--- src/rtl/sdram_config.svh ---
`ifndef SDRAM_CONFIG_SVH
`define SDRAM_CONFIG_SVH

// command codes, {ras_n, cas_n, we_n}
`define CMD_NOOP 3'b111
`define CMD_PRCH 3'b010
`define CMD_MRST 3'b000
`define CMD_ARSR 3'b001
`define CMD_ACTV 3'b011
`define CMD_READ 3'b101
`define CMD_WRIT 3'b100

`define INIT_WAIT_CYCLES 1024 // cke held low
`define INIT_STEP_CYCLES 16 // spacing of table commands
`define INIT_SETTLE_CYCLES 256 // after the last table entry

`define MODE_REG_INIT 13'h120 // a8 set on first load, cl 2, bl 1
`define MODE_REG_FINAL 13'h020 // cl 2, sequential, bl 1
`define EXT_MODE_REG 13'h000

`define T_RCD 2
`define T_RP 2
`define T_WR 2
`define T_RFC 7
`define CAS_LATENCY 2
`define REFRESH_INTERVAL 390

`define ROW_BITS 13
`define COL_BITS 9
`define BANK_BITS 2
`define DATA_BITS 16

`endif

--- src/rtl/sdram_pkg.sv ---
`include "sdram_config.svh"

package sdram_pkg;

	typedef logic [2:0] sdram_cmd_t; // {ras_n, cas_n, we_n}
	typedef logic [`ROW_BITS-1:0] sdram_row_t; // address pins
	typedef logic [`BANK_BITS-1:0] sdram_bank_t;
	typedef logic [`DATA_BITS-1:0] sdram_word_t;
	typedef logic [`BANK_BITS+`ROW_BITS+`COL_BITS-1:0] wb_addr_t; // bank, row, column

	typedef struct packed {
		sdram_cmd_t cmd;
		sdram_row_t addr;
		sdram_bank_t bank;
	} sdram_bus_t;

	typedef struct packed {
		logic cyc;
		logic stb;
		logic we;
		wb_addr_t adr;
		sdram_word_t dat; // write data
	} wb_req_t;

	typedef struct packed {
		logic ack;
		sdram_word_t dat; // read data
	} wb_rsp_t;

	typedef enum logic [2:0] {
		IDLE,
		ACTIVATE,
		RCD_WAIT,
		ACCESS,
		CL_WAIT,
		RECOVER,
		REFRESH,
		RFC_WAIT
	} seq_state_t;

endpackage

--- src/rtl/initializer.sv ---
`include "sdram_config.svh"

module initializer
(
	input logic CLK_n,
	input logic RST,
	input sdram_pkg::sdram_bus_t user_cmd,
	output sdram_pkg::sdram_bus_t pins,
	output logic cke,
	output logic init_done
);
	import sdram_pkg::*;

	localparam int WAIT_W = $clog2(`INIT_WAIT_CYCLES + 1);
	localparam int STEP_W = $clog2(`INIT_STEP_CYCLES + 1);
	localparam int SETTLE_W = $clog2(`INIT_SETTLE_CYCLES + 1);

	logic [WAIT_W-1:0] wait_cnt;
	logic [STEP_W-1:0] step_cnt; // intercommand spacing
	logic [SETTLE_W-1:0] settle_cnt;
	logic [2:0] stage; // table index
	logic table_done;
	logic step_due;
	sdram_bus_t rom_cmd;
	sdram_bus_t init_cmd;

	assign step_due = (step_cnt == STEP_W'(`INIT_STEP_CYCLES - 1));
	assign pins = init_done ? user_cmd : init_cmd; // user side owns pins after init

	// power-up command table
	always_comb
	begin
		rom_cmd.cmd = `CMD_NOOP;
		rom_cmd.addr = '0;
		rom_cmd.addr[10] = 1'b1; // all banks on precharge
		rom_cmd.bank = '0;
		case (stage)
		3'd0: rom_cmd.cmd = `CMD_PRCH;
		3'd1:
		begin
			rom_cmd.cmd = `CMD_MRST;
			rom_cmd.addr = `EXT_MODE_REG;
			rom_cmd.bank = sdram_bank_t'(1); // extended mode register
		end
		3'd2:
		begin
			rom_cmd.cmd = `CMD_MRST;
			rom_cmd.addr = `MODE_REG_INIT;
		end
		3'd3: rom_cmd.cmd = `CMD_PRCH;
		3'd4: rom_cmd.cmd = `CMD_ARSR;
		3'd5: rom_cmd.cmd = `CMD_ARSR;
		3'd6:
		begin
			rom_cmd.cmd = `CMD_MRST;
			rom_cmd.addr = `MODE_REG_FINAL;
		end
		default: rom_cmd.cmd = `CMD_NOOP; // entry 7 closes the table
		endcase
	end

	always_ff @(posedge CLK_n)
	begin
		if (!RST)
		begin
			cke <= 1'b0;
			init_done <= 1'b0;
			wait_cnt <= '0;
			step_cnt <= '0;
			settle_cnt <= '0;
			stage <= '0;
			table_done <= 1'b0;
			init_cmd.cmd <= `CMD_NOOP;
			init_cmd.addr <= '0;
			init_cmd.bank <= '0;
		end
		else if (!cke)
		begin
			wait_cnt <= wait_cnt + 1'b1;
			if (wait_cnt == WAIT_W'(`INIT_WAIT_CYCLES - 1))
				cke <= 1'b1;
		end
		else if (!table_done)
		begin
			if (step_due)
			begin
				init_cmd <= rom_cmd; // one cycle per entry
				stage <= stage + 3'd1;
				step_cnt <= '0;
				if (stage == 3'd7)
					table_done <= 1'b1;
			end
			else
			begin
				init_cmd.cmd <= `CMD_NOOP;
				step_cnt <= step_cnt + 1'b1;
			end
		end
		else if (!init_done)
		begin
			init_cmd.cmd <= `CMD_NOOP;
			settle_cnt <= settle_cnt + 1'b1;
			if (settle_cnt == SETTLE_W'(`INIT_SETTLE_CYCLES - 1))
				init_done <= 1'b1; // releases the user side
		end
	end

endmodule

--- src/rtl/refresh_timer.sv ---
`include "sdram_config.svh"

module refresh_timer
(
	input logic CLK_n,
	input logic RST,
	input logic init_done,
	input logic ref_ack,
	output logic ref_req
);
	localparam int INTV_W = $clog2(`REFRESH_INTERVAL + 1);

	logic [INTV_W-1:0] intv_cnt;
	logic [1:0] pending; // saturates at 3
	logic tick;
	logic inc;
	logic dec;

	assign tick = init_done && (intv_cnt == INTV_W'(`REFRESH_INTERVAL - 1));
	assign inc = tick && (pending != 2'b11);
	assign dec = ref_ack && (pending != 2'b00);
	assign ref_req = (pending != 2'b00);

	always_ff @(posedge CLK_n)
	begin
		if (!RST)
		begin
			intv_cnt <= '0;
			pending <= 2'b00;
		end
		else
		begin
			if (init_done)
				intv_cnt <= tick ? '0 : intv_cnt + 1'b1;
			if (inc && !dec)
				pending <= pending + 2'b01;
			else if (dec && !inc)
				pending <= pending - 2'b01; // both at once cancel
		end
	end

endmodule

--- src/rtl/command_sequencer.sv ---
`include "sdram_config.svh"

module command_sequencer
(
	input logic CLK_n,
	input logic RST,
	input logic init_done,
	input sdram_pkg::wb_req_t wb_req,
	output sdram_pkg::wb_rsp_t wb_rsp,
	input logic ref_req,
	output logic ref_ack,
	output sdram_pkg::sdram_bus_t user_cmd,
	output sdram_pkg::sdram_word_t dq_out,
	output logic dq_oe,
	input sdram_pkg::sdram_word_t dq_in
);
	import sdram_pkg::*;

	localparam int WAIT_W = 4;

	seq_state_t state;
	logic [WAIT_W-1:0] wait_cnt; // shared by all timing waits
	logic wait_done;
	logic strobe;
	logic ack_q;
	sdram_word_t rd_data;
	sdram_bank_t acc_bank;
	sdram_row_t acc_row;
	logic [`COL_BITS-1:0] acc_col;

	// master holds adr, we and dat until ack
	assign {acc_bank, acc_row, acc_col} = wb_req.adr;
	assign strobe = wb_req.cyc && wb_req.stb && !ack_q; // stb still high in ack cycle
	assign wait_done = (wait_cnt <= WAIT_W'(1));

	assign ref_ack = (state == REFRESH); // one cycle, with the ARSR
	assign dq_oe = (state == ACCESS) && wb_req.we;
	assign dq_out = wb_req.dat;
	assign wb_rsp = '{ack: ack_q, dat: rd_data};

	always_comb
	begin
		user_cmd.cmd = `CMD_NOOP;
		user_cmd.addr = '0;
		user_cmd.bank = '0;
		case (state)
		ACTIVATE:
		begin
			user_cmd.cmd = `CMD_ACTV;
			user_cmd.addr = acc_row;
			user_cmd.bank = acc_bank;
		end
		ACCESS:
		begin
			user_cmd.cmd = wb_req.we ? `CMD_WRIT : `CMD_READ;
			user_cmd.addr[`COL_BITS-1:0] = acc_col;
			user_cmd.addr[10] = 1'b1; // auto-precharge
			user_cmd.bank = acc_bank;
		end
		REFRESH: user_cmd.cmd = `CMD_ARSR;
		default: user_cmd.cmd = `CMD_NOOP;
		endcase
	end

	always_ff @(posedge CLK_n)
	begin
		if (!RST)
		begin
			state <= IDLE;
			wait_cnt <= '0;
			ack_q <= 1'b0;
		end
		else
		begin
			ack_q <= 1'b0;
			case (state)
			IDLE:
			begin
				if (init_done && ref_req)
					state <= REFRESH; // refresh wins over a waiting strobe
				else if (init_done && strobe)
					state <= ACTIVATE;
			end
			ACTIVATE:
			begin
				wait_cnt <= WAIT_W'(`T_RCD - 1);
				state <= RCD_WAIT;
			end
			RCD_WAIT:
			begin
				if (wait_done)
					state <= ACCESS;
				else
					wait_cnt <= wait_cnt - 1'b1;
			end
			ACCESS:
			begin
				if (wb_req.we)
				begin
					wait_cnt <= WAIT_W'(`T_WR + `T_RP - 1); // write recovery, then precharge
					state <= RECOVER;
				end
				else
				begin
					wait_cnt <= WAIT_W'(`CAS_LATENCY);
					state <= CL_WAIT;
				end
			end
			CL_WAIT:
			begin
				if (wait_done)
				begin
					wait_cnt <= WAIT_W'(`T_RP - 1);
					state <= RECOVER;
				end
				else
					wait_cnt <= wait_cnt - 1'b1;
			end
			RECOVER:
			begin
				if (wait_done)
				begin
					ack_q <= 1'b1;
					state <= IDLE;
				end
				else
					wait_cnt <= wait_cnt - 1'b1;
			end
			REFRESH:
			begin
				wait_cnt <= WAIT_W'(`T_RFC - 1);
				state <= RFC_WAIT;
			end
			RFC_WAIT:
			begin
				if (wait_done)
					state <= IDLE;
				else
					wait_cnt <= wait_cnt - 1'b1;
			end
			default: state <= IDLE;
			endcase
		end
	end

	// read word sampled cas latency after READ
	always_ff @(posedge CLK_n)
	begin
		if (state == CL_WAIT && wait_done)
			rd_data <= dq_in;
	end

endmodule

--- src/rtl/sdram_ctrl.sv ---
module sdram_ctrl
(
	input logic CLK_n,
	input logic RST,
	input sdram_pkg::wb_req_t wb_req,
	output sdram_pkg::wb_rsp_t wb_rsp,
	output sdram_pkg::sdram_bus_t pins,
	output logic cke,
	output sdram_pkg::sdram_word_t dq_out,
	output logic dq_oe,
	input sdram_pkg::sdram_word_t dq_in
);
	import sdram_pkg::*;

	sdram_bus_t user_cmd; // sequencer to pin mux
	logic init_done;
	logic ref_req;
	logic ref_ack;

	initializer initializer_i
	(
		.CLK_n(CLK_n),
		.RST(RST),
		.user_cmd(user_cmd),
		.pins(pins),
		.cke(cke),
		.init_done(init_done)
	);

	refresh_timer refresh_timer_i
	(
		.CLK_n(CLK_n),
		.RST(RST),
		.init_done(init_done),
		.ref_ack(ref_ack),
		.ref_req(ref_req)
	);

	command_sequencer command_sequencer_i
	(
		.CLK_n(CLK_n),
		.RST(RST),
		.init_done(init_done), // run enable
		.wb_req(wb_req),
		.wb_rsp(wb_rsp),
		.ref_req(ref_req),
		.ref_ack(ref_ack),
		.user_cmd(user_cmd),
		.dq_out(dq_out),
		.dq_oe(dq_oe),
		.dq_in(dq_in)
	);

endmodule

--- config.mk ---
export PLATFORM = sky130hd
export DESIGN_NAME = sdram_ctrl
export DESIGN_NICKNAME = d
export VERILOG_FILES = /design/src/rtl/sdram_pkg.sv /design/src/rtl/initializer.sv /design/src/rtl/refresh_timer.sv /design/src/rtl/command_sequencer.sv /design/src/rtl/sdram_ctrl.sv
export VERILOG_INCLUDE_DIRS = /design/src /design/src/rtl
export SDC_FILE = /design/constraint.sdc
export NUM_CORES = 1
export LEC_CHECK = 0
export BUFFER_PORTS_ARGS = -buffer_cell sky130_fd_sc_hd__buf_2
export CAP_MARGIN = 20
export CORE_ASPECT_RATIO = 2
export CORE_MARGIN = 2
export CORE_UTILIZATION = 35
export CTS_CLUSTER_SIZE = 24
export DETAILED_ROUTE_END_ITERATION = 6
export PLACE_DENSITY = 0.56
export SYNTH_ARGS = -nofsm -noshare
export SYNTH_HDL_FRONTEND = slang
export SYNTH_SLANG_ARGS = --single-unit
--- constraint.sdc ---
create_clock -name CLK_n -period 2.9 [get_ports CLK_n]
set_input_delay 0.435 -clock CLK_n [delete_from_list [all_inputs] [get_ports CLK_n]]
set_output_delay 0.435 -clock CLK_n [all_outputs]
set_load 0.02 [all_outputs]
* Word level (Yosys, flattened, before mapping)
Index checks and enable logic that the tools add are counted.
** Storage, ports and cells
- Register bits after elaboration :: 84
- Output and inout bits :: 53
- ROM bits :: 0
- Bits of input ports :: 61
- Latch bits :: 0
- RAM bits :: 0
- Memories kept :: 0
** Cells by class
- Muxes and demuxes :: 36
- Eq/ne operators :: 25
- Reductions and logical operators :: 32
- Multipliers :: 0
- Add/sub/neg operators :: 8
- $lt $le $gt $ge :: 1
- Bitwise logic cells :: 2
- Shift-type cells :: 0
- Divide/modulo/power cells :: 0
** Operator list (count)
- 11-bit one-hot mux with 3 select lines :: 1
- 3-bit == test, second input constant :: 8
- 3-bit 2-to-1 mux :: 8
- 11-bit one-hot mux with 2 select lines :: 1
- 3-bit one-hot mux with 7 select lines :: 1
- 4-bit one-hot mux with 5 select lines :: 1
- 9-bit by 1-bit adder with 9-bit output, second input constant :: 2
- 18-bit 2-to-1 mux :: 1
- 3-bit one-hot mux with 3 select lines :: 2
- 1-bit 2-to-1 mux :: 13
- 3-bit by 2-bit == test with 1-bit output, second input constant :: 4
- 11-bit by 1-bit adder with 11-bit output, second input constant :: 1
- 11-bit by 10-bit == test with 1-bit output, second input constant :: 1
- 1-bit logical AND :: 11
- 2-bit AND reduction :: 5
- 9-bit by 8-bit == test with 1-bit output, second input constant :: 1
- 9-bit == test, second input constant :: 1
- 9-bit 2-to-1 mux :: 1
- 4-bit 2-to-1 mux :: 2
- 3-bit by 1-bit == test with 1-bit output, second input constant :: 2
- 3-bit logical NOT :: 2
- 2-bit 2-to-1 mux :: 3
- 2-bit by 1-bit inequality test with 1-bit output, second input constant :: 3
- 2-bit inequality test, second input constant :: 3
- other kinds (18) :: 26

* Longest topological paths before layout
Gate-level depths: netlist of the first run.
- Depth in word-level cells :: 7
- Mapped depth :: 9

* Hierarchy
From an unflattened synthesis of the first run, not the netlist that was laid out.
** Unflattened totals
- Cell total of the unflattened synthesis :: 426
- Area total of the unflattened synthesis :: 3928.8 sq um
** By module, submodules not included
- initializer :: times used 1, area each 1934.4 sq um, cells each 222
- command_sequencer :: times used 1, area each 1411.4 sq um, cells each 141
- refresh_timer :: times used 1, area each 583.1 sq um, cells each 63

* Worst setup path after synthesis of the first run
Ideal clock, no wire load.
- Path kind :: reg-to-reg
- Start :: register command_sequencer_i.wait_cnt[0]
- End :: register command_sequencer_i.rd_data[0], enable pin
- Arrival time :: 2.225 ns
- Cell stages (with the launch flop) :: 7
- Path slack :: 0.266 ns
- Data required time :: 2.491 ns
- Setup time :: 0.409 ns
- Path through :: dfxtp_1 -> inv_1 -> ha_1 -> nor2_1 -> or2_1 -> buf_6 -> nor3_1
** Between the ends
- Longest elaborated chain between the ends :: 2
** Ends and longest elaborated chain
- start, declared :: RTL line command_sequencer.sv:22 : logic [WAIT_W-1:0] wait_cnt;
- start signal, assigned :: RTL line command_sequencer.sv:86 : wait_cnt <= WAIT_W'(`T_RCD - 1);
- start signal, assigned :: RTL line command_sequencer.sv:94 : wait_cnt <= wait_cnt - 1'b1;
- start signal, assigned :: RTL line command_sequencer.sv:100 : wait_cnt <= WAIT_W'(`T_WR + `T_RP - 1);
- 4-bit by 1-bit <= comparator with 1-bit output :: RTL line command_sequencer.sv:34 : assign wait_done = (wait_cnt <= WAIT_W'(1));
- 1-bit logical AND :: RTL line command_sequencer.sv:149 : if (state == CL_WAIT && wait_done)
- end signal, assigned :: RTL line command_sequencer.sv:150 : rd_data <= dq_in;
- end, declared :: RTL line command_sequencer.sv:26 : sdram_word_t rd_data;
Every way passes these cells.
A chain may end at the register's enable or synchronous reset.

==> reports/results.ini, run 1 <==
[placement]
dpl_worst_slack_ns = 0.686
portBuffers = 81
gp_congestion = 0.767
post-dp-hpwl_microns = 5500

[routing]
routedWlPerCell_microns = 12.4
ant_nets = 0
wirelength_microns = 7590
drc_errors = 0
viasPerCell = 4.87
vias = 2987
first_iter_violations = 117
drt-pass1-iter-count = 4

[timing]
hold_viol_final = 0
finalCritPeriodShare_pct = 89.5
layout_setup_ws_ns = 0.304
relSlewSlack_pct = 65.1
fin_tns_setup_ns = 0
finalSetupViolCount = 0
drv_slew = 0
tightest_slew_ns = 0.522
max_freq_ghz = 0.385
whs_ns = 0.282
rsz0062_at_grt = no
layout_min_cycle_time_ns = 2.60
clock_skew_ns = 0.00702

[clocking]
cts_buffers = 9
clkLatencyLatePin_ns = 0.33
cts_sinks = 73
cts_root_buf = clkbuf_16
cts_resized = 0
post-cts-setup-buffer-count = 0
postCtsHoldBufs = 0
cts_tree = done
cts-htree-levels = 3
clk_pin_slew_ns = 0.06
clockBufferDepth = 2

[logic_synthesis]
yosysWarnings = 0
ys_seq_area_share_pct = 44.1
synth-edff-count = 16
synth.cell_area_sq_um = 3670
synthCells = 407
ys_ff_latch = 73
avgSynthCellArea_sq_um = 9.03
yosysUniqueCellTypes = 54
ys.flop_type = dfxtp_1
syn_nets = 483
postSynth.asyncResetShare_pct = 0

[power]
max-vdd-ir-drop_uv = 319
cellPowerDensity_nw_per_um2 = 604
power.switching_uw = 768
clock_power_share_pct = 37.9
p_leak_uw = 0.00175
switching_share_pct = 29.1
p_int_uw = 1870
power_frac_seq_pct = 43.4
power_frac_comb_pct = 18.7

[floorplanning]
die_w_microns = 76.4
die_area_sq_um = 11400
initial_core_util_pct = 35.5
die_h_microns = 149
row_count = 53
coreArea_sq_um = 10300
io_pins = 114

[outcome]
outcome = complete, no violations

[run]
cap_violations = 0

[global_routing]
grt_overflow = 0
grt_pass1_vias = 2805
grtUsageTotal_pct = 13.9
antenna_found_initial = 0
grt_pass1_wl_microns = 12800
grt_max_degree = 24

[finish]
post-route-util_pct = 42.2
syn2layout_area_growth_pct = 19.0
diodes = 0
layout.nets = 547
drive_gt1_share_pct = 22.3

[worst_setup_path]
critPathKind = register to primary output
crit_fanout = 14
required_ns = 2.47
rr_startpoint = refresh_timer_i.intv_cnt[0]
startpoint_type = register
worstPathArrival_ns = 2.16
end_kind = primary output
crit_path_start = command_sequencer_i.state[0]

[hold_path]
hold_path_class = input pin to register
hold_path_startpoint = dq_in[12]

-- kinds of logic after synthesis --
group / after synthesis / share of synthesized area, %
buf+inv: 53 / 7.43
simple gates: 159 / 21.2
mux: 15 / 4.12
compound gates: 65 / 11.6
xor+xnor: 27 / 6.44
flops: 73 / 44.1
fa+ha+maj: 15 / 5.11
-- flip-flops by register name, summed over array words and instances, names as in the netlist, 2 cells and up --
name                          count
refresh_timer_i.intv_cnt          9
command_sequencer_i.rd_data      16
command_sequencer_i.state         3
initializer_i.settle_cnt          9
initializer_i.stage               3
initializer_i.wait_cnt           11
command_sequencer_i.wait_cnt      4
refresh_timer_i.pending           2
initializer_i.step_cnt            5
initializer_i.init_cmd            7
-- synth_stat cells (all sizes together) (2+ instances only) --
cell | n | area [sq um]
dfxtp | 57 | 1140
nor2 | 50 | 188
nand2 | 40 | 150
buf | 21 | 153
inv | 19 | 71.3
a21oi | 17 | 85.1
edfxtp | 16 | 480
xor2 | 16 | 140
ha | 15 | 188
mux2i | 14 | 140
clkbuf | 13 | 48.8
o21ai | 12 | 60.1
xnor2 | 11 | 96.3
nor3 | 10 | 50.1
nand3 | 9 | 45.0
nand4 | 9 | 56.3
or3 | 8 | 50.1
o22ai | 7 | 43.8
a31oi | 5 | 31.3
and3 | 5 | 31.3
nor3b | 5 | 37.5
nand2b | 4 | 25.0
nor2b | 4 | 25.0
a211oi | 3 | 22.5
a21o | 2 | 15.0
a41oi | 2 | 17.5
and3b | 2 | 17.5
nand3b | 2 | 15.0
nand4b | 2 | 17.5
o2111ai | 2 | 17.5
o211ai | 2 | 15.0
o221ai | 2 | 17.5
o32ai | 2 | 17.5
or2 | 2 | 12.5
-- cell usage in the layout, fill, tap and decap left out, drive strengths merged, types with 5 or more instances in the layout --
master,n
mux2i,14
nor3,10
inv,20
xor2,16
or3,8
clkbuf,9
nand3,9
and3,5
nand4,9
buf,87
o21ai,12
edfxtp,16
nor3b,5
nor2,50
ha,15
a21oi,17
xnor2,11
o22ai,7
nand2,40
a31oi,5
dfxtp,57
-- stage by stage --
stage | cell area [sq um] | cells | power, uW
after floorplan | 3670 | 407 | 1580
after global placement | 4100 | 597 | 1660
after detailed placement | 4100 | 597 | 1660
after CTS | 4370 | 613 | 2680
after global routing | 4370 | 613 | 2800
final | 4370 | 613 | 2640
-- per-layer routing --
metal	wire (microns)	GRT usage, %
met1	3610	17.4
met2	3410	22.1
met3	332	3.27
met4	234	7.55
met5	0	0
-- power by group through the flow --
stage | clock, uW | sequential, uW | combinational (uW)
final | 1000 | 1150 | 494
after global routing | 1090 | 1150 | 559
after CTS | 1040 | 1140 | 494
after detailed placement | 0 | 1170 | 493
after global placement | 0 | 1170 | 496
after floorplan | 0 | 1140 | 439
-- final timing paths --
path / depth (start not counted) / endpoint / slack [ns]
worst min-delay path: 1 / command_sequencer_i.rd_data[12] / 0.28
worst max register to register: 7 / refresh_timer_i.pending[1] / 0.87
worst min register to register: 2 / initializer_i.step_cnt[4] / 0.45
worst max-delay path: 4 / pins[14] / 0.30
-- critical path: stages, from the launching register on --
cell and delay (ns):
dfxtp_1 0.60, nor2b_1 0.35, nand2_1 0.39, nor3b_1 0.29
buf_2 0.20
-- cell type report --
type | count | area (sq um)
flip-flops and latches | 73 | 1620
clock inverters | 7 | 46.3
fillers | 1076 | 5970
inverters | 19 | 71.3
clock buffers | 9 | 225
multi-input cells | 281 | 1780
well taps | 137 | 171
repair buffers | 87 | 450
Power figures use the tool's default switching activity.
==> run 2, diff against run 1 <==
--- a/config.mk
+++ b/config.mk
@@ -14,5 +14,5 @@
 export CTS_CLUSTER_SIZE = 24
 export DETAILED_ROUTE_END_ITERATION = 6
-export PLACE_DENSITY = 0.56
+export PLACE_DENSITY_LB_ADDON = 0.05
 export SYNTH_ARGS = -nofsm -noshare
 export SYNTH_HDL_FRONTEND = slang
==> constraint.sdc (replaced) <==
create_clock -name CLK_n -period 2.9 [get_ports CLK_n]
set_input_delay 0.29 -clock CLK_n [delete_from_list [all_inputs] [get_ports CLK_n]]
set_output_delay 0.29 -clock CLK_n [all_outputs]
set_load 0.02 [all_outputs]
==> run 2 against run 1 <==
Worst setup slack improved by 0.15 ns. Cell count is 0.33% lower. Sequential cell count is the same. Largest cell class unchanged. Critical path type unchanged.
==> reports/results.ini, run 2 (synthesized netlist as in run 1, its figures left out) <==
[finish]
largest_register_ffs = 16  ; unchanged
mostFrequentLayoutCells = buf_2, dfxtp_1, nor2_1, nand2_1, inv_1
reg.largest.list = command_sequencer_i.rd_data: 16 flops, initializer_i.wait_cnt: 11 flops
syn2layout_area_growth_pct = 18.6
top_register = command_sequencer_i.rd_data
fin_cells = 611  ; -0.33%
final_common_cell = buf_2
drive_gt1_share_pct = 21.9  ; -0.33 points
diodes = 0  ; unchanged
layout.nets = 545  ; -0.37%
fillers = 1114  ; +3.5%

[run]
cap_violations = 0  ; unchanged

[clocking]
cts_resized = 0  ; unchanged
postCtsHoldBufs = 0  ; unchanged
post-cts-setup-buffer-count = 0  ; unchanged
cts_buffers = 9  ; unchanged
cts-htree-levels = 3  ; unchanged
cts_root_buf = clkbuf_16
clk_pin_slew_ns = 0.06  ; about the same
clockBufferDepth = 2  ; unchanged
clkLatencyLatePin_ns = 0.33  ; about the same
cts_sinks = 73  ; unchanged
cts_tree = done

[routing]
wl_met3_microns = 226  ; -32%
drt-pass1-iter-count = 4  ; unchanged
met2_length_microns = 3920  ; +15%
top_layer = met4
first_iter_violations = 202  ; +73%
viasPerCell = 4.87  ; about the same
wirelength_met1_microns = 3790  ; +4.9%
vias = 2977  ; -0.33%
drc_errors = 0  ; unchanged
wirelength_microns = 8070  ; +6.4%
routedWlPerCell_microns = 13.2  ; +6.7%
ant_nets = 0  ; unchanged

[worst_setup_path]
required_ns = 2.61  ; +0.14 ns
worstPathArrival_ns = 2.15  ; about the same
crit_fanout = 14  ; unchanged
end_kind = primary output
r2r_cells = 5  ; -2
critPathKind = register to primary output
rr_endpoint = refresh_timer_i.pending[1]
reg2reg_slack_ns = 0.84  ; -0.03 ns
startpoint_type = register
crit_path_start = command_sequencer_i.state[0]
worstSetupEndpoint = pins[14]
rr_startpoint = command_sequencer_i.state[0]

[global_routing]
antenna_found_initial = 0  ; unchanged
grtUsageTotal_pct = 14.8  ; +0.89 points
grt_pass1_vias = 2864  ; +2.1%
grt_max_degree = 42  ; +75%
grt_overflow = 0  ; unchanged
grt_pass1_wl_microns = 13800  ; +7.4%

[floorplanning]
die_h_microns = 149  ; unchanged
row_count = 53  ; unchanged
die_w_microns = 76.4  ; unchanged
initial_core_util_pct = 35.5  ; unchanged
io_pins = 114  ; unchanged
coreArea_sq_um = 10300  ; unchanged
die_area_sq_um = 11400  ; unchanged

[outcome]
outcome = complete, no violations

[placement]
portBuffers = 81  ; unchanged
post-dp-hpwl_microns = 5690  ; +3.5%
place_inst = 595  ; -0.34%
gp_congestion = 0.746  ; -2.8%
dpl_worst_slack_ns = 0.850  ; +0.164 ns

[timing]
whs_ns = 0.133  ; -0.149 ns
finalSetupViolCount = 0  ; unchanged
finalCritPeriodShare_pct = 84.3  ; -5.3 points
clock_skew_ns = 0.00494  ; -0.00208 ns
tightest_slew_ns = 0.556  ; +0.0335 ns
hold_viol_final = 0  ; unchanged
drv_slew = 0  ; unchanged
relSlewSlack_pct = 62.9  ; -2.2 points
layout_setup_ws_ns = 0.456  ; +0.153 ns
rsz0062_at_grt = no
max_freq_ghz = 0.409  ; +6.2%
layout_min_cycle_time_ns = 2.44  ; -0.153 ns
fin_tns_setup_ns = 0  ; unchanged

[power]
cellPowerDensity_nw_per_um2 = 605  ; +0.11%
clock_power_share_pct = 38.1  ; +0.2 points
power.switching_uw = 767  ; about the same
power_frac_comb_pct = 19.0  ; +0.3 points
p_int_uw = 1870  ; -0.31%
switching_share_pct = 29.1  ; +0.053 points
power_frac_seq_pct = 43.0  ; -0.4 points
totalPowerFinal_uw = 2640  ; -0.24%
p_leak_uw = 0.00174  ; -0.58%
max-vdd-ir-drop_uv = 302  ; -5.3%

[hold_path]
hold_path_class = input pin to register
hold_path_startpoint = dq_in[1]

-- run 2: cell types whose count changed in the layout (fill, tap and decap cells not counted) --
cell,change
buf_4,-2
-- run 2: layer usage --
layer / track usage, % / vias up
li1: - / 1535
met1: 19.0 / 1383
met2: 23.8 / 49
met5: 0 / -
met4: 6.09 / 0
met3: 3.57 / 10
-- run 2: worst max-delay path: stages (launching register included) --
cell	delay, ns
dfxtp_1	0.62
nor2b_1	0.32
nand2_1	0.37
nor3b_1	0.30
buf_2	0.20
-- run 2: worst min-delay path by stage --
stage | to | slack (ns) | cells after the start
finish | command_sequencer_i.rd_data[1] | 0.13 | 1
global route | command_sequencer_i.rd_data[7] | 0.12 | 1
CTS | command_sequencer_i.rd_data[1] | 0.12 | 1
detailed placement | initializer_i.step_cnt[4] | 0.45 | 2
global placement | initializer_i.init_cmd[12] | 0.45 | 2
floorplan | command_sequencer_i.rd_data[0] | 0.39 | 0
-- run 2: per-stage QoR --
stage | util (%) | cell area, sq um
CTS | 42.1 | 4360
global placement | 39.5 | 4080
global route | 42.1 | 4360
detailed placement | 39.5 | 4080
finish | 42.1 | 4360
floorplan | - | 3670
-- run 2: area by class of cell --
class | instances | area [sq um] | share of cell area (%)
Multi-Input combinational cell | 281 | 1780 | 41.0
Clock buffer | 9 | 225 | 5.17
Clock inverter | 7 | 46.3 | 1.06
Sequential cell | 73 | 1620 | 37.2
Timing Repair Buffer | 85 | 435 | 10.0
Tap cell | 137 | 171 | 3.94
Inverter | 19 | 71.3 | 1.64
-- run 2: power by group through the flow --
stage	Combinational (uW)	Clock (uW)	Sequential (uW)
6_report	500	1000	1130
5_1_grt	569	1070	1140
4_1_cts	505	1040	1130
3_5_place_dp	499	0	1150
3_3_place_gp	509	0	1150
2_1_floorplan	439	0	1140
